<file path="src/dbg_macros.svh">
`ifndef DBG_MACROS_SVH
`define DBG_MACROS_SVH

// DMI address width, as reported by the DTM in dtmcs.abits
`define DM_ABITS 7

// DMI data and system bus data width
`define DM_DATA_W 32

// system bus address width
`define SB_ADDR_W 32

// RAM behind the system bus, depth in 32-bit words
`define MEM_WORDS 1024
`define MEM_BASE 32'h0100_0000

// debug spec 0.13 reports version 2 in dmstatus
`define DM_VERSION 2

`endif

</file>
<file path="src/dmi_pkg.sv">
`include "dbg_macros.svh"

package dmi_pkg;

    // op field of a DMI request
    typedef enum logic [1:0] {
        dmi_nop   = 2'd0,
        dmi_read  = 2'd1,
        dmi_write = 2'd2
    } dmi_op_e;

    // op field of a DMI response
    typedef enum logic [1:0] {
        dmi_ok     = 2'd0,
        dmi_failed = 2'd2,
        dmi_busy   = 2'd3
    } dmi_resp_e;

    // implemented debug module registers
    typedef enum logic [`DM_ABITS-1:0] {
        reg_dmcontrol  = 'h10,
        reg_dmstatus   = 'h11,
        reg_sbcs       = 'h38,
        reg_sbaddress0 = 'h39,
        reg_sbdata0    = 'h3C
    } dm_reg_e;

    // same field order as the DTM dmi shift register
    typedef struct packed {
        logic [`DM_ABITS-1:0]  addr;
        logic [`DM_DATA_W-1:0] data;
        dmi_op_e               op;
    } dmi_req_t;

    typedef struct packed {
        logic [`DM_DATA_W-1:0] data;
        dmi_resp_e             resp;
    } dmi_rsp_t;

    // dmcontrol bits kept for the single hart
    typedef struct packed {
        logic haltreq;
        logic resumereq;
        logic dmactive;
    } dm_ctrl_t;

endpackage

</file>
<file path="src/sba_pkg.sv">
`include "dbg_macros.svh"

package sba_pkg;

    // sberror field of sbcs, only the codes this path can raise
    typedef enum logic [2:0] {
        sb_err_none    = 3'd0,
        sb_err_badaddr = 3'd2
    } sb_err_e;

    // one 32-bit system bus access
    typedef struct packed {
        logic                  write;
        logic [`SB_ADDR_W-1:0] addr;
        logic [`DM_DATA_W-1:0] data;
    } sb_cmd_t;

    typedef struct packed {
        logic [`DM_DATA_W-1:0] rdata;
        sb_err_e               err;
    } sb_done_t;

    // AXI4-Lite, manager side
    typedef struct packed {
        logic                    aw_valid;
        logic [`SB_ADDR_W-1:0]   aw_addr;
        logic                    w_valid;
        logic [`DM_DATA_W-1:0]   w_data;
        logic [`DM_DATA_W/8-1:0] w_strb;
        logic                    b_ready;
        logic                    ar_valid;
        logic [`SB_ADDR_W-1:0]   ar_addr;
        logic                    r_ready;
    } axil_req_t;

    // AXI4-Lite, subordinate side
    typedef struct packed {
        logic                  aw_ready;
        logic                  w_ready;
        logic                  b_valid;
        logic [1:0]            b_resp;
        logic                  ar_ready;
        logic                  r_valid;
        logic [`DM_DATA_W-1:0] r_data;
        logic [1:0]            r_resp;
    } axil_rsp_t;

    typedef enum logic [1:0] {
        sba_idle = 2'd0,
        sba_addr = 2'd1,
        sba_resp = 2'd2
    } sba_state_e;

endpackage

</file>
<file path="src/dm_regs.sv">
`include "dbg_macros.svh"

module dm_regs (
    input  logic                clk,
    input  logic                rst,

    input  logic                dmi_req_valid,
    input  dmi_pkg::dmi_req_t   dmi_req,
    output logic                dmi_req_ready,
    output logic                dmi_rsp_valid,
    output dmi_pkg::dmi_rsp_t   dmi_rsp,
    input  logic                dmi_rsp_ready,

    output logic                halt_req,
    output logic                resume_req,
    input  logic                hart_halted,
    input  logic                hart_resume_ack,

    output logic                sb_cmd_valid,
    output sba_pkg::sb_cmd_t    sb_cmd,
    input  logic                sb_cmd_ready,
    input  logic                sb_done_valid,
    input  sba_pkg::sb_done_t   sb_done
);

    dmi_pkg::dm_ctrl_t     ctrl;
    logic                  resume_ack;
    logic                  sbbusy;
    logic                  sbreadonaddr;
    sba_pkg::sb_err_e      sberror;
    logic [`SB_ADDR_W-1:0] sbaddress0;
    logic [`DM_DATA_W-1:0] sbdata0;
    logic                  sb_read;

    dmi_pkg::dm_reg_e      req_reg;
    logic                  req_fire;
    logic                  is_access;
    logic                  blocked;
    logic                  wr_ok;
    logic [`DM_DATA_W-1:0] dmstatus;
    logic [`DM_DATA_W-1:0] sbcs;
    logic [`DM_DATA_W-1:0] rd_data;

    // one request in flight, next one waits until the response is taken
    assign dmi_req_ready = !dmi_rsp_valid;
    assign req_fire      = dmi_req_valid && dmi_req_ready;
    assign req_reg       = dmi_pkg::dm_reg_e'(dmi_req.addr);

    assign is_access = (dmi_req.op == dmi_pkg::dmi_read) || (dmi_req.op == dmi_pkg::dmi_write);
    assign blocked   = sbbusy && is_access &&
                       ((req_reg == dmi_pkg::reg_sbaddress0) || (req_reg == dmi_pkg::reg_sbdata0));
    assign wr_ok     = req_fire && (dmi_req.op == dmi_pkg::dmi_write) && !blocked;

    assign halt_req   = ctrl.haltreq;
    assign resume_req = ctrl.resumereq;

    // bus command goes out in the same cycle as the triggering write
    assign sb_cmd_valid = wr_ok && ((req_reg == dmi_pkg::reg_sbdata0) ||
                          ((req_reg == dmi_pkg::reg_sbaddress0) && sbreadonaddr));

    always_comb begin
        sb_cmd.write = (req_reg == dmi_pkg::reg_sbdata0);
        sb_cmd.addr  = sb_cmd.write ? sbaddress0 : `SB_ADDR_W'(dmi_req.data);
        sb_cmd.data  = dmi_req.data;
    end

    always_comb begin
        dmstatus        = '0;
        dmstatus[17]    = resume_ack;
        dmstatus[16]    = resume_ack;
        // single hart, so all and any agree
        dmstatus[9]     = hart_halted;
        dmstatus[8]     = hart_halted;
        dmstatus[3:0]   = 4'(`DM_VERSION);

        sbcs            = '0;
        sbcs[21]        = sbbusy;
        sbcs[20]        = sbreadonaddr;
        sbcs[19:17]     = 3'd2;
        sbcs[14:12]     = sberror;
        sbcs[11:5]      = 7'd32;
    end

    always_comb begin
        case (req_reg)
            dmi_pkg::reg_dmcontrol:  rd_data = {ctrl.haltreq, ctrl.resumereq, 29'd0, ctrl.dmactive};
            dmi_pkg::reg_dmstatus:   rd_data = dmstatus;
            dmi_pkg::reg_sbcs:       rd_data = sbcs;
            dmi_pkg::reg_sbaddress0: rd_data = `DM_DATA_W'(sbaddress0);
            dmi_pkg::reg_sbdata0:    rd_data = sbdata0;
            default:                 rd_data = '0;
        endcase
    end

    always_ff @(posedge clk) begin
        if (rst) begin
            dmi_rsp_valid <= 1'b0;
            dmi_rsp       <= '0;
            ctrl          <= '0;
            resume_ack    <= 1'b0;
            sbbusy        <= 1'b0;
            sbreadonaddr  <= 1'b0;
            sberror       <= sba_pkg::sb_err_none;
            sbaddress0    <= '0;
            sbdata0       <= '0;
            sb_read       <= 1'b0;
        end else begin
            if (hart_resume_ack) begin
                resume_ack <= 1'b1;
            end
            if (dmi_rsp_valid && dmi_rsp_ready) begin
                dmi_rsp_valid <= 1'b0;
            end

            if (req_fire) begin
                dmi_rsp_valid <= 1'b1;
                dmi_rsp.data  <= '0;
                if (blocked) begin
                    dmi_rsp.resp <= dmi_pkg::dmi_busy;
                end else begin
                    dmi_rsp.resp <= dmi_pkg::dmi_ok;
                    if (dmi_req.op == dmi_pkg::dmi_read) begin
                        dmi_rsp.data <= rd_data;
                    end
                end
            end

            if (wr_ok) begin
                case (req_reg)
                    dmi_pkg::reg_dmcontrol: begin
                        ctrl.haltreq   <= dmi_req.data[31];
                        ctrl.resumereq <= dmi_req.data[30];
                        ctrl.dmactive  <= dmi_req.data[0];
                        // new resume request, forget the old ack
                        if (dmi_req.data[30]) begin
                            resume_ack <= 1'b0;
                        end
                    end
                    dmi_pkg::reg_sbcs: begin
                        sbreadonaddr <= dmi_req.data[20];
                        if (|dmi_req.data[14:12]) begin
                            sberror <= sba_pkg::sb_err_none;
                        end
                    end
                    dmi_pkg::reg_sbaddress0: sbaddress0 <= `SB_ADDR_W'(dmi_req.data);
                    dmi_pkg::reg_sbdata0:    sbdata0 <= dmi_req.data;
                    default: ;
                endcase
            end

            if (sb_cmd_valid && sb_cmd_ready) begin
                sbbusy  <= 1'b1;
                sb_read <= !sb_cmd.write;
            end

            // completion wins over a same-cycle sberror clear
            if (sb_done_valid) begin
                sbbusy <= 1'b0;
                if (sb_done.err != sba_pkg::sb_err_none) begin
                    sberror <= sb_done.err;
                end else if (sb_read) begin
                    sbdata0 <= sb_done.rdata;
                end
            end
        end
    end

endmodule

</file>
<file path="config.mk">
export PLATFORM = sky130hd
export DESIGN_NAME = dm_regs
export DESIGN_NICKNAME = d
export VERILOG_FILES = /design/src/dmi_pkg.sv /design/src/sba_pkg.sv /design/src/dm_regs.sv
export VERILOG_INCLUDE_DIRS = /design/src
export SDC_FILE = /design/constraint.sdc
export NUM_CORES = 1
export LEC_CHECK = 0
export BUFFER_PORTS_ARGS = -buffer_cell sky130_fd_sc_hd__buf_2
export CORE_MARGIN = 3
export CORE_UTILIZATION = 40
export DETAILED_ROUTE_END_ITERATION = 10
export PLACE_DENSITY_LB_ADDON = 0.25
export SLEW_MARGIN = 40
export SYNTH_ARGS = -nofsm -noshare
export SYNTH_HDL_FRONTEND = slang
export SYNTH_SLANG_ARGS = --single-unit
</file>
<file path="constraint.sdc">
create_clock -name clk -period 4.11 [get_ports clk]
set_clock_uncertainty 0.2 [all_clocks]
set_input_delay 0.411 -clock clk [delete_from_list [all_inputs] [get_ports clk]]
set_output_delay 0.411 -clock clk [all_outputs]
set_load 0.03 [all_outputs]
</file>
---- Word level (Yosys, flattened, before mapping) ----
Cells that the tools add are included.
operators by class
  eq/ne operators ......................... 7
  multiplexer cells ....................... 21
  reduce and logical (&&, ||, !) cells .... 22
operators by type and width
  operator                                             number
  two-way mux 32 bit                                   8
  case mux 32 bit (5 select lines)                     1
  equality test 7 x 6 -> 1 bit, second input constant  3
  two-way mux 3 bit                                    5
  equality test 7 x 5 -> 1 bit, second input constant  2
  logical AND 1 bit                                    9
  two-way mux 1 bit                                    6
  AND reduction 2 bit                                  3
  zero test 1 bit                                      3
  logical OR 1 bit                                     3
  nonzero test 3 bit                                   1
  OR reduction 3 bit                                   1
  equality test 2 x 1 -> 1 bit, second input constant  1
  equality test 2 bit, second input constant           1
  two-way mux 2 bit                                    1
  nonzero test 2 bit                                   1
  OR reduction 2 bit                                   1
word-level totals
  register bits ........................... 109

---- Logic depth before layout (Yosys ltp) ----
  depth in word-level cells ............... 10
  gate-level depth with buffers ........... 9
  gate-level depth less buffers ........... 6

---- Worst setup path after synthesis ----
No wires, ideal clock.
  kind .................................... input -> output
  from .................................... input port dmi_req[40] in the netlist's numbering
  to ...................................... output port sb_cmd_valid
  arrival ................................. 2071 ps
  required time ........................... 3499 ps
  path slack .............................. 1428 ps
  stages on the path ...................... 4
  path buffers ............................ 1
  cell sequence ........................... nor3b_2 -> nand2_1 -> clkbuf_1 -> nor4_1
on the way
  cells in the longest elaborated chain, start to end .. 6
ends and longest elaborated chain
  item                                                    RTL line                                     RTL
  start, declared                                         dm_regs.sv:8                                 input dmi_pkg::dmi_req_t dmi_req,
  equality test 7 x 6 -> 1 bit, on equally long branches  dm_regs.sv:51, dm_regs.sv:59, dm_regs.sv:58
  logical OR 1 bit                                        dm_regs.sv:51                                ((req_reg == dmi_pkg::reg_sbaddress0) || (req_reg == dmi_pkg::reg_sbdata0));
  logical AND 1 bit                                       dm_regs.sv:50                                assign blocked = sbbusy && is_access &&
  zero test 1 bit                                         dm_regs.sv:52                                assign wr_ok = req_fire && (dmi_req.op == dmi_pkg::dmi_write) && !blocked;
  logical AND 1 bit                                       dm_regs.sv:52
  logical AND 1 bit (*)                                   dm_regs.sv:58                                assign sb_cmd_valid = wr_ok && ((req_reg == dmi_pkg::reg_sbdata0) ||
  end, declared                                           dm_regs.sv:19                                output logic sb_cmd_valid,
Mark *: on every way between the ends. The rest lies on a longest branch, timed or not.

---- Final worst setup path ----
Same ends and word-level chain as after synthesis.

==> metrics.yaml <==
outcome:
  outcome: "completed"
placed_design:
  dp_hpwl_microns: 10800
  gp_congestion: 0.789
  dp_cells: 818
  port_buffers: 187
  place_ws_ns: 1.10
flow_run:
  max_cap_violations: 0
power_and_ir_drop:
  seqPwrFrac_pct: 47.5
  p_sw_mw: 0.573
  pwr-share-comb_pct: 12.0
  clkPwrFrac_pct: 40.5
  ir_drop_mv: 0.205
  p_int_mw: 1.64
  power.density_mw_per_mm2: 353
  power.leakage_nw: 2.61
  power_switching_share_pct: 25.8
clock_tree:
  cts_tree: "built"
  clk_pin_slew_ns: 0.07
  cts_buffers: 9
  cts_setup_buffers: 0
  cts_root_buffer: "clkbuf_16"
  clkSinkCount: 108
  post_cts_resized: 0
  holdBufCountCts: 0
  htree_levels: 3
  insertion_delay_ns: 0.34
  clk_path_buf_depth: 2
setup_path:
  cp_data_required_time_ns: 3.50
  crit_chain: "buf_2 > nor3b_2 > nand2_1 > nor4_1 > buf_2"
  critPathArrivalTime_ns: 2.19
  start_kind: "input pin"
  cp_common_cell: "buf_2"
  cpMaxStageDelayCell: "nor4_1"
  critPathBufInv: 2
  path_class: "in -> out"
  end_kind: "output pin"
  cp_max_fo: 16
  max_stage_delay_ns: 0.58
  critical_path.top_delay_family: "simple AND/OR/NAND/NOR gates"
sta:
  layout_setup_ws_ns: 1.31
  max_slew.worst_pin.slew_ns: 0.776
  period_minus_slack_ns: 2.80
  slew_viol_final: 0
  fmax_mhz: 357
  hold_viol_final: 0
  slew-limit-headroom_pct: 48.0
  tns_ns: 0
  fin_crit_sh_pct: 68.2
  setup_violations: 0
  rsz0062_at_grt: "false"
layout:
  regArea_sq_mm: 0.00216
  fin_cells: 834
  diodes: 0
  fillerInstances: 1195
  multi_input_area_sq_mm: 0.00250
  final_nets: 747
  drive_gt1_share_pct: 38.6
  syn2layout_area_growth_pct: 23.2
detailed_routing:
  final_antenna_net_count: 0
  via_count: 4634
  routed_wl_microns: 15600
  drtIter0Drc: 335
  dr.pass1.iters: 5
  drc: 0
  avgViaCountPerCell: 5.56
  routedWlPerCell_microns: 18.7
synth:
  synthMostInstantiatedCell: "dfxtp_1"
  ys_seq_area_share_pct: 42.5
  synth_ff_type: "dfxtp_1"
  synthArstFlopShare_pct: 0
  netlist_area_sq_mm: 0.00509
  syn_inst: 529
  synth_fp_nets: 615
  synthTopCellsByArea: "dfxtp_1 42%, a22o_1 8.1%, mux2_2 7.1%, a221o_1 6.3%, buf_4 5.2%"
  yosysTopAreaCell: "dfxtp_1"
  synth_seq_cells: 108
  avgSynthCellArea_sq_um: 9.62
  synth_common_cells: "108 x dfxtp_1, 67 x nand2_1, 47 x a22o_1, 36 x a21oi_1, 35 x buf_4"
  synth_edf_count: 0
  yosys_warnings: 0
  yosysTopAreaCellShare_pct: 42.5
  synth_cell_types: 42
grt:
  grt_pass1_wl_microns: 24300
  track_usage_pct: 21.6
  antenna_found_initial: 0
  grt_pass1_vias: 4618
  overflow: 0
  grt_max_degree: 37
die:
  design.die.area_sq_mm: 0.0141
  std_cell_rows: 40
  die_x_microns: 119
  coreArea_sq_mm: 0.0122
  boundaryPins: 188
  die_h_microns: 119
  start_util_pct: 41.7
hold_path:
  hp-class: "in -> reg"
==> per-layer routing <==
metal	wire, microns	share of wire [%]	track usage [%]
met5	0	0	0
met4	407	2.6	9.20
met3	953	6.1	3.37
met2	7400	47	35.7
met1	6850	44	27.9
==> cells in the final DEF (no fill, tap or decap), drive strengths merged, types with 5 or more instances in the layout <==
master	count
buf	196
dfxtp	108
a32o	5
inv	7
nand2	67
mux2i	5
and2	33
a221o	32
o2bb2ai	12
mux2	32
clkbuf	11
nor2b	7
a21oi	36
nor2	11
a22o	47
a22oi	13
==> layout make-up <==
cell class	count	share of cell area, %
Multi-Input combinational cell	339	39.8
Sequential cell	108	34.5
Timing Repair Buffer	196	16.9
Clock buffer	11	4.03
Tap cell	168	3.35
Clock inverter	5	0.957
Inverter	7	0.419
==> registers in the layout, indices dropped and copies added (netlist names) <==
| name | count |
|---|---|
| sbaddress0 | 32 |
| sbdata0 | 32 |
| sbbusy | 1 |
| sb_read | 1 |
| sberror | 3 |
| resume_ack | 1 |
| halt_req | 1 |
| sbreadonaddr | 1 |
| dmi_rsp_valid | 1 |
| ctrl | 1 |
| dmi_rsp | 33 |
| resume_req | 1 |
==> worst register-to-register path: stages (launching register included) <==
cell,delay [ns]
dfxtp_1,0.38
nor2b_1,0.34
nand4b_1,0.30
nor4b_4,0.77
buf_4,0.32
a22o_1,0.16
==> power by group through the flow <==
stage               combinational (mW)  clock [mW]  sequential [mW]
floorplan                        0.163           0             1.08
global placement                 0.252           0             1.08
detailed placement               0.266           0             1.08
CTS                              0.267       0.911             1.05
global route                     0.281       0.950             1.05
finish                           0.266       0.897             1.05
==> path summary, 6_finish.rpt <==
kind | start | end | slack (ns) | cells past startpoint
hold / removal | dmi_rsp_ready | dmi_rsp_valid$_SDFFE_PP0P_ | 0.05 | 2
hold reg to reg | sbaddress0[26]$_SDFFE_PP0P_ | sbaddress0[26]$_SDFFE_PP0P_ | 0.27 | 2
setup reg to reg | dmi_rsp_valid$_SDFFE_PP0P_ | dmi_rsp[21]$_SDFFE_PP0N_ | 1.59 | 5
setup / recovery | dmi_req[40] | sb_cmd_valid | 1.31 | 5
==> per-stage QoR <==
stage	power [mW]	area, sq um	util, %	hold WS [ns]
6_report	2.22	6270	51.4	0.0534
5_1_grt	2.28	6270	51.4	0.0451
4_1_cts	2.23	6270	51.4	0.0451
3_5_place_dp	1.34	5960	48.8	0.260
3_3_place_gp	1.33	5860	48.0	0.251
2_1_floorplan	1.24	5090	-	0.234
==> kinds of logic (layout without fill, tap and decap cells) <==
group / after synthesis / count (layout) / synth area share [%]
adder cells (fa/ha/maj): 2 / 2 / 0.491
AO/OA/AOI/OAI: 156 / 156 / 24.4
AND/OR/NAND/NOR: 144 / 144 / 14.9
buffers and inverters: 82 / 219 / 9.68
multiplexers: 37 / 37 / 8.06
flip-flops: 108 / 108 / 42.5
No activity file was read; power rests on OpenSTA's default activity.
