==> src/dbg_macros.svh <==
`ifndef DBG_MACROS_SVH
`define DBG_MACROS_SVH

// DMI address width, as reported by the DTM in dtmcs.abits
`define DM_ABITS 7

// DMI data and system bus data width
`define DM_DATA_W 32

// system bus address width
`define SB_ADDR_W 32

// RAM behind the system bus, depth in 32-bit words
`define MEM_WORDS 1024
`define MEM_BASE 32'h0100_0000

// debug spec 0.13 reports version 2 in dmstatus
`define DM_VERSION 2

`endif

==> src/sba_pkg.sv <==
`include "dbg_macros.svh"

package sba_pkg;

    // sberror field of sbcs, only the codes this path can raise
    typedef enum logic [2:0] {
        sb_err_none    = 3'd0,
        sb_err_badaddr = 3'd2
    } sb_err_e;

    // one 32-bit system bus access
    typedef struct packed {
        logic                  write;
        logic [`SB_ADDR_W-1:0] addr;
        logic [`DM_DATA_W-1:0] data;
    } sb_cmd_t;

    typedef struct packed {
        logic [`DM_DATA_W-1:0] rdata;
        sb_err_e               err;
    } sb_done_t;

    // AXI4-Lite, manager side
    typedef struct packed {
        logic                    aw_valid;
        logic [`SB_ADDR_W-1:0]   aw_addr;
        logic                    w_valid;
        logic [`DM_DATA_W-1:0]   w_data;
        logic [`DM_DATA_W/8-1:0] w_strb;
        logic                    b_ready;
        logic                    ar_valid;
        logic [`SB_ADDR_W-1:0]   ar_addr;
        logic                    r_ready;
    } axil_req_t;

    // AXI4-Lite, subordinate side
    typedef struct packed {
        logic                  aw_ready;
        logic                  w_ready;
        logic                  b_valid;
        logic [1:0]            b_resp;
        logic                  ar_ready;
        logic                  r_valid;
        logic [`DM_DATA_W-1:0] r_data;
        logic [1:0]            r_resp;
    } axil_rsp_t;

    typedef enum logic [1:0] {
        sba_idle = 2'd0,
        sba_addr = 2'd1,
        sba_resp = 2'd2
    } sba_state_e;

endpackage

==> src/sba_master.sv <==
`include "dbg_macros.svh"

module sba_master (
    input  logic                clk,
    input  logic                rst,

    input  logic                sb_cmd_valid,
    input  sba_pkg::sb_cmd_t    sb_cmd,
    output logic                sb_cmd_ready,
    output logic                sb_done_valid,
    output sba_pkg::sb_done_t   sb_done,

    output sba_pkg::axil_req_t  axil_req,
    input  sba_pkg::axil_rsp_t  axil_rsp
);

    sba_pkg::sba_state_e state;
    sba_pkg::sb_cmd_t    cmd_q;
    logic                aw_done;
    logic                w_done;

    logic                aw_fire;
    logic                w_fire;
    logic                ar_fire;
    logic                b_fire;
    logic                r_fire;
    logic                aw_ok;
    logic                w_ok;
    logic [1:0]          resp;

    // only one command at a time
    assign sb_cmd_ready = (state == sba_pkg::sba_idle);

    always_comb begin
        axil_req          = '0;
        axil_req.aw_addr  = cmd_q.addr;
        axil_req.w_data   = cmd_q.data;
        axil_req.w_strb   = '1;
        axil_req.ar_addr  = cmd_q.addr;

        if (state == sba_pkg::sba_addr) begin
            // aw and w go up together, each drops once taken
            axil_req.aw_valid = cmd_q.write && !aw_done;
            axil_req.w_valid  = cmd_q.write && !w_done;
            axil_req.ar_valid = !cmd_q.write;
        end

        if (state == sba_pkg::sba_resp) begin
            axil_req.b_ready = cmd_q.write;
            axil_req.r_ready = !cmd_q.write;
        end
    end

    assign aw_fire = axil_req.aw_valid && axil_rsp.aw_ready;
    assign w_fire  = axil_req.w_valid && axil_rsp.w_ready;
    assign ar_fire = axil_req.ar_valid && axil_rsp.ar_ready;
    assign b_fire  = axil_req.b_ready && axil_rsp.b_valid;
    assign r_fire  = axil_req.r_ready && axil_rsp.r_valid;

    assign aw_ok = aw_done || aw_fire;
    assign w_ok  = w_done || w_fire;
    assign resp  = cmd_q.write ? axil_rsp.b_resp : axil_rsp.r_resp;

    always_ff @(posedge clk) begin
        if (rst) begin
            state         <= sba_pkg::sba_idle;
            cmd_q         <= '0;
            aw_done       <= 1'b0;
            w_done        <= 1'b0;
            sb_done_valid <= 1'b0;
            sb_done       <= '0;
        end else begin
            sb_done_valid <= 1'b0;

            case (state)
                sba_pkg::sba_idle: begin
                    if (sb_cmd_valid) begin
                        cmd_q   <= sb_cmd;
                        aw_done <= 1'b0;
                        w_done  <= 1'b0;
                        state   <= sba_pkg::sba_addr;
                    end
                end
                sba_pkg::sba_addr: begin
                    if (cmd_q.write) begin
                        aw_done <= aw_ok;
                        w_done  <= w_ok;
                        if (aw_ok && w_ok) begin
                            state <= sba_pkg::sba_resp;
                        end
                    end else if (ar_fire) begin
                        state <= sba_pkg::sba_resp;
                    end
                end
                sba_pkg::sba_resp: begin
                    if (b_fire || r_fire) begin
                        sb_done_valid <= 1'b1;
                        sb_done.rdata <= cmd_q.write ? '0 : axil_rsp.r_data;
                        // any error response maps to a bad address
                        if (resp != 2'b00) begin
                            sb_done.err <= sba_pkg::sb_err_badaddr;
                        end else begin
                            sb_done.err <= sba_pkg::sb_err_none;
                        end
                        state <= sba_pkg::sba_idle;
                    end
                end
                default: state <= sba_pkg::sba_idle;
            endcase
        end
    end

endmodule

==> config.mk <==
export PLATFORM = sky130hd
export DESIGN_NAME = sba_master
export DESIGN_NICKNAME = d
export VERILOG_FILES = /design/src/sba_pkg.sv /design/src/sba_master.sv
export VERILOG_INCLUDE_DIRS = /design/src
export SDC_FILE = /design/constraint.sdc
export NUM_CORES = 1
export LEC_CHECK = 0
export ABC_AREA = 0
export BUFFER_PORTS_ARGS = -buffer_cell sky130_fd_sc_hd__buf_2
export CAP_MARGIN = 5
export CORE_MARGIN = 2
export CORE_UTILIZATION = 47
export CTS_CLUSTER_DIAMETER = 150
export DETAILED_ROUTE_END_ITERATION = 6
export PLACE_DENSITY = 0.85
export SLEW_MARGIN = 20
export SYNTH_ARGS = -nofsm -noshare
export SYNTH_HDL_FRONTEND = slang
export SYNTH_SLANG_ARGS = --single-unit
==> constraint.sdc <==
create_clock -name clk -period 2.4 [get_ports clk]
set_clock_uncertainty 0.15 [all_clocks]
set_input_delay 0.48 -clock clk [delete_from_list [all_inputs] [get_ports clk]]
set_output_delay 0.48 -clock clk [all_outputs]
set_load 0.03 [all_outputs]
Word-level counts from Yosys, hierarchy flattened
Cells that the tools add are included.
W data, S select, Z words.
Word-level totals
  flip-flop bits (word level): 105
  input bits: 109
  output and inout port bits: 142
Cells by class
  reductions and logical operators: 22
  multiplexer cells: 20
  equal/unequal tests: 7
  bitwise gates (word level): 1
Operators with widths (count)
  $mux W32: 1
  $mux W2: 7
  $mux W1: 9
  $logic_and A1 B1 Y1: 8
  $pmux W2 S3: 1
  $ne A2 B2 Y1 const B: 2
  $pmux W1 S2: 2
  $reduce_and A2 Y1: 2
  $reduce_and A4 Y1: 1
  $reduce_bool A2 Y1: 2
  $logic_not A1 Y1: 3
  $logic_or A1 B1 Y1: 3
  $ne A3 B2 Y1 const B: 1
  $ne A3 B3 Y1 const B: 1
  $reduce_and A3 Y1: 1
  $eq A2 B1 Y1 const B: 1
  $eq A2 B2 Y1 const B: 1
  $logic_not A2 Y1: 1
  $ne A2 B1 Y1 const B: 1
  $reduce_or A2 Y1: 1
  $not A1 Y1: 1

Depth between registers and ports, before layout
Gate-level depths: netlist of the first run.
  word-level depth: 9
  mapped depth: 5
  gate-level depth less buffers: 3

Least setup slack after synthesis of the first run
OpenSTA, ideal clock, no wires.
  kind: reg-to-output
  start point: register state[0]
  end point: output axil_req[33] in the netlist's numbering
  path slack: 585 ps
  data required time: 1770 ps
  arrival: 1185 ps
  cell stages (with the launch flop): 3
  cell sequence: dfxtp_1 > inv_1 > nor3_1
RTL lines
  start, declared: line sba_master.sv:17  | sba_pkg::sba_state_e state;
  start signal, assigned: line sba_master.sv:66  | state <= sba_pkg::sba_idle;
  start signal, assigned: line sba_master.sv:81  | state <= sba_pkg::sba_addr;
  start signal, assigned: line sba_master.sv:89  | state <= sba_pkg::sba_resp;
  end, declared: line sba_master.sv:13  | output sba_pkg::axil_req_t axil_req,

==> flow_metrics.py, run 1 <==
metrics = {
    "yosys": {
        "post-synth-top-count-cell": "nand2_1",
        "ys_ff_latch": 103,
        "ys_warn_count": 0,
        "synthTopCellsByArea": "dfxtp_1 48%, buf_4 18%, nand2_1 11%",
        "yosys-top-cells-count": "132 x nand2_1, 103 x dfxtp_1, 102 x buf_4, 68 x a21oi_1, 32 x a22o_1",
        "synth-async-reset-ratio_pct": 0,
        "syn_area_um2": 4320,
        "syn_avg_cell_area_um2": 8.65,
        "synth_flop_cell": "dfxtp_1",
        "syn_inst": 499,
        "ys_seq_area_share_pct": 47.8,
        "synth-edff-count": 0,
        "synth_top_area_share_pct": 47.8,
        "ys_types": 30,
        "synth_top_area_cell": "dfxtp_1",
    },
    "clock_network": {
        "cts_root_buf": "clkbuf_8",
        "cts_resized": 0,
        "clock_latency_ps": 350,
        "h-tree-depth": 3,
        "path_clk_slew_ps": 110,
        "cts_buffers": 9,
        "cts_tree": "done",
        "cts_hold_buffers": 0,
        "cts_sinks": 103,
        "cts_buffer_depth": 2,
        "cts_setup_buffers": 0,
    },
    "run": {
        "maxCapViolCount": 0,
    },
    "final_layout": {
        "final_core_util_pct": 57.1,
        "drive_gt1_share_pct": 42.5,
        "fin_nets": 741,
        "antennaDiodeCount": 0,
        "stdcell_count": 745,
        "fill_cells": 804,
        "syn2layout_area_growth_pct": 16.5,
    },
    "grt": {
        "grt_max_degree": 68,
        "grt_pass1_wl_mm": 14.7,
        "grt_overflow": 0,
        "grt_pass1_vias": 3276,
        "grt_antenna_before_repair": 0,
        "grtUsageTotal_pct": 18.2,
    },
    "placement": {
        "portBuffers": 244,
        "globalplace.congestion": 0.768,
        "numPlacedInstances": 729,
        "dp_hpwl_mm": 7.27,
    },
    "routing": {
        "dr.first_iter.drc_count": 101,
        "vias": 3572,
        "final_antenna_net_count": 0,
        "avgRoutedWirePerCell_um": 12.9,
        "via_per_inst": 4.79,
        "routed_wl_mm": 9.60,
        "first_pass_iters": 7,
        "drt_drc_violations_left": 0,
    },
    "critical_path": {
        "startpoint_type": "flip-flop",
        "arrival_ps": 1470,
        "r2r_slack_ps": 620,
        "worstPathCellList": "nor2b_1 -> and2_1 -> buf_2",
        "reg2reg_to": "sb_done[29]$_SDFFE_PP0P_",
        "cp.required_ps": 1770,
        "critPathCaptureType": "primary output",
        "path_class": "reg2out",
        "slowest_stage": "dfxtp_1",
        "reg2regPathDepth": 4,
        "critical_path.max_stage_delay_ps": 550,
        "cp_max_fo": 9,
        "reg2reg_from": "cmd_q[64]$_SDFFE_PP0P_",
    },
    "floorplanning": {
        "die_height_um": 99.8,
        "die_w_um": 99.8,
        "num_io_pins": 251,
        "fp.coreArea_um2": 8810,
        "rows": 34,
        "die_area_um2": 9970,
        "initial_core_util_pct": 49.0,
    },
    "sta": {
        "relSlewSlack_pct": 57.7,
        "period_minus_slack_ps": 2100,
        "worst_pin_slew_ps": 635,
        "report.final.slew_viol_count": 0,
        "fmax_mhz": 477,
        "rsz0062_at_grt": "no",
        "setup_violations": 0,
        "period_share_pct": 87.4,
        "tns_ps": 0,
        "whs_ps": 170,
        "hold_viol": 0,
    },
    "power": {
        "power.density_nw_per_um2": 712,
        "ir_worst_vdd_uv": 346,
        "power_mw": 3.58,
        "leakage_nw": 2.59,
    },
    "hold_path": {
        "hp-start": "axil_rsp[25]",
        "hold_path_depth": 2,
        "holdPathEnd": "sb_done[26]$_SDFFE_PP0P_",
        "holdCritPathClass": "in2reg",
    },
    "outcome": {
        "status": "finished, final reports clean",
    },
}
## per-stage QoR
step	setup WS (ps)	instance area [um2]
6_report	302	5030
5_1_grt	160	5030
4_1_cts	280	5030
3_5_place_dp	578	4830
3_3_place_gp	625	4830
2_1_floorplan	585	4330
## registers in the layout (all words and copies together), names as in the netlist
signal,count
aw_done,1
state,2
cmd_q,1
axil_req,64
w_done,1
sb_done,33
sb_done_valid,1
## metal layers
metal | up-vias | track usage, % | share of wire [%]
met1 | 1602 | 19.5 | 38
met5 | - | 0 | 0
met4 | 0 | 5.48 | 1.2
li1 | 1796 | - | -
met2 | 163 | 33.4 | 52
met3 | 11 | 6.75 | 9.0
## cell type report
cell class / instances / area [um2] / share of cell area (%)
multi-input cells: 267 / 1350 / 26.9
clock buffers: 9 / 124 / 2.46
well taps: 108 / 135 / 2.69
repair buffers: 250 / 1280 / 25.4
flip-flops and latches: 103 / 2060 / 41.0
clock inverters: 7 / 73.8 / 1.47
inverters: 1 / 3.75 / 0.0746
## worst max path at each step
stage | startpoint | end | slack [ps] | depth (start not counted)
global route | state[1]$_SDFFE_PP0P_ | axil_req[34] | 160 | 3
detailed placement | sb_cmd_valid | axil_req[60]$_SDFFE_PP0P_ | 580 | 5
floorplan | state[0]$_SDFFE_PP0P_ | axil_req[33] | 580 | 2
finish | state[1]$_SDFFE_PP0P_ | axil_req[34] | 300 | 3
global placement | sb_cmd_valid | axil_req[55]$_SDFFE_PP0P_ | 620 | 5
CTS | state[1]$_SDFFE_PP0P_ | axil_req[34] | 280 | 3
## critical path, delay by kind of cell (launching register included)
family	cells	cell delay, ps
simple gates	2	370
flops	1	550
buf+inv	1	190
## kinds of logic (layout without fill, tap and decap cells)
| kind of cell | Yosys count | count (layout) | share of synthesized area (%) |
|---|---|---|---|
| AO/OA/AOI/OAI | 107 | 107 | 15.7 |
| buffers and inverters | 133 | 267 | 21.5 |
| flip-flops | 103 | 103 | 47.8 |
| multiplexers | 1 | 1 | 0.232 |
| other | 2 | 6 | 0.174 |
| AND/OR/NAND/NOR | 153 | 153 | 14.6 |
## report_power, final
part	total (mW)	switching, mW	internal [mW]	leakage [nW]
Sequential	1.85	0.0553	1.79	0.841
Clock	1.04	0.632	0.410	0.101
Combinational	0.692	0.472	0.220	1.65
## cells in the final DEF (no fill, tap or decap), types with 2 or more instances in the layout
cell      count
nor3_1        5
nand2_1     132
nor2_1        4
dfxtp_1     103
nand2b_1      2
a22o_1       32
buf_4         5
inv_8         2
clkbuf_8      9
buf_2       244
a21oi_1      68
conb_1        6
clkinv_4      3
nor2b_1       3
Power figures use the tool's default switching activity.
==> inputs of run 2 (changes only) <==
Settings changed: CTS_CLUSTER_SIZE set to 20, GPL_TIMING_DRIVEN set to 0.
==> flow_metrics.py, run 2 (synthesis gave the netlist of run 1 again) <==
metrics = {
    "final_layout": {
        "largest_register_ffs": 64,
        "fin_nets": 866,
        "layout_commonest_cell": "buf_2",
        "antennaDiodeCount": 0,
        "syn2layout_area_growth_pct": 35.9,
        "drive_gt1_share_pct": 50.1,
        "stdcell_count": 870,
        "layout_common_cells": "257 x buf_2, 132 x nand2_1, 103 x dfxtp_1",
    },
    "sta": {
        "setup_violations": 0,
        "period_minus_slack_ps": 2060,
        "worst_pin_slew_ps": 658,
        "rsz0062_at_grt": "no",
        "hold_viol": 0,
        "whs_ps": 178,
        "tns_ps": 0,
        "relSlewSlack_pct": 56.2,
        "report.final.slew_viol_count": 0,
        "fmax_mhz": 486,
        "layout_setup_ws_ps": 343,
        "period_share_pct": 85.7,
    },
    "critical_path": {
        "critical_path.max_stage_delay_ps": 470,
        "worstPathCellList": "nor2b_1 -> nand2_1 -> nor2_1 -> buf_2",
        "path_class": "reg2out",
        "arrival_ps": 1430,
        "critPathCaptureType": "primary output",
        "startpoint_type": "flip-flop",
        "cp_max_fo": 9,
        "cp.required_ps": 1770,
        "slowest_stage": "dfxtp_1",
    },
    "grt": {
        "grt_overflow": 0,
        "grtUsageTotal_pct": 21.0,
        "grt_pass1_wl_mm": 17.0,
        "grt_antenna_before_repair": 0,
        "grt_pass1_vias": 3845,
        "grt_max_degree": 18,
    },
    "placement": {
        "portBuffers": 243,
        "globalplace.congestion": 0.823,
        "numPlacedInstances": 854,
        "dp_hpwl_mm": 8.64,
        "pre_cts_ws_ps": 396,
    },
    "routing": {
        "via_per_inst": 4.65,
        "final_antenna_net_count": 0,
        "avgRoutedWirePerCell_um": 12.5,
        "first_pass_iters": 5,
        "drt_drc_violations_left": 0,
        "routed_wl_mm": 10.8,
        "dr.first_iter.drc_count": 94,
        "vias": 4049,
    },
    "power": {
        "intPower_mw": 2.56,
        "pwr-share-comb_pct": 23.2,
        "seq_power_share_pct": 49.7,
        "power.density_nw_per_um2": 634,
        "p_sw_share_pct": 31.1,
        "power_mw": 3.72,
        "clkPwrFrac_pct": 27.0,
        "leakage_nw": 3.17,
        "switching_power_mw": 1.16,
        "ir_worst_vdd_uv": 346,
    },
    "clock_network": {
        "h-tree-depth": 3,
        "cts_tree": "done",
        "cts_root_buf": "clkbuf_8",
        "cts_buffers": 9,
        "cts_buffer_depth": 2,
        "path_clk_slew_ps": 110,
        "cts_setup_buffers": 0,
        "cts_hold_buffers": 0,
        "cts_resized": 0,
        "clock_latency_ps": 340,
        "cts_sinks": 103,
    },
    "floorplanning": {
        "num_io_pins": 251,
        "fp.coreArea_um2": 8810,
        "initial_core_util_pct": 49.0,
        "die_w_um": 99.8,
        "die_height_um": 99.8,
        "rows": 34,
        "die_area_um2": 9970,
    },
    "outcome": {
        "status": "finished, final reports clean",
    },
    "run": {
        "maxCapViolCount": 0,
    },
    "hold_path": {
        "holdCritPathClass": "in2reg",
    },
}
run 2: cell types whose count changed in the layout (fill, tap and decap cells not counted), moves of 2 or more:
cell / previous run / this run
buf_2: 244 / 257
buf_4: 5 / 102
buf_6: 0 / 4
clkbuf_1: 0 / 12
clkinvlp_4: 0 / 2
inv_8: 2 / 0
run 2: metrics by stage:
| step | util, % | area [um2] |
|---|---|---|
| finish | 66.6 | 5870 |
| global route | 66.6 | 5870 |
| CTS | 66.6 | 5870 |
| detailed placement | 64.5 | 5680 |
| global placement | 64.5 | 5680 |
| floorplan | - | 4330 |
run 2: area by class of cell:
cell class                      count  area (um2)
Fill cell                         745        2940
Sequential cell                   103        2060
Multi-Input combinational cell    267        1340
Timing Repair Buffer              243        1220
Buffer                            132         926
Clock buffer                       11         141
Tap cell                          108         135
Clock inverter                      5        41.3
Inverter                            1        3.75
run 2: final timing paths:
kind                                  start                        end  slack (ps)  cells after the start
hold / removal                 axil_rsp[17]   sb_done[18]$_SDFFE_PP0P_         180                      2
setup reg to reg      state[1]$_SDFFE_PP0P_   axil_req[8]$_SDFFE_PP0P_         730                      5
hold reg to reg   axil_req[68]$_SDFFE_PP0P_  axil_req[68]$_SDFFE_PP0P_         310                      2
setup / recovery      state[0]$_SDFFE_PP0P_               axil_req[71]         340                      4
run 2: layer usage:
metal  routed length [um]  vias up  GRT usage [%]
met3                  918       15           6.48
met2                 5640      174           38.8
met5                    0        -              0
li1                     -     2041              -
met4                  153        0           6.74
met1                 4140     1819           22.9
run 2: critical path: cells and delay by family, from the launching register on:
family                 cells  cell delay, ps
DFF                        1             470
and+or+nand+nor            3             400
buffers and inverters      1             210
run 2: power by group through the flow:
| stage | Sequential [mW] | Combinational, mW | Clock, mW |
|---|---|---|---|
| global route | 1.86 | 0.932 | 1.11 |
| CTS | 1.85 | 0.870 | 1.03 |
| global placement | 1.89 | 0.852 | 0 |
| detailed placement | 1.89 | 0.869 | 0 |
| finish | 1.85 | 0.864 | 1.00 |
| floorplan | 1.89 | 0.603 | 0 |
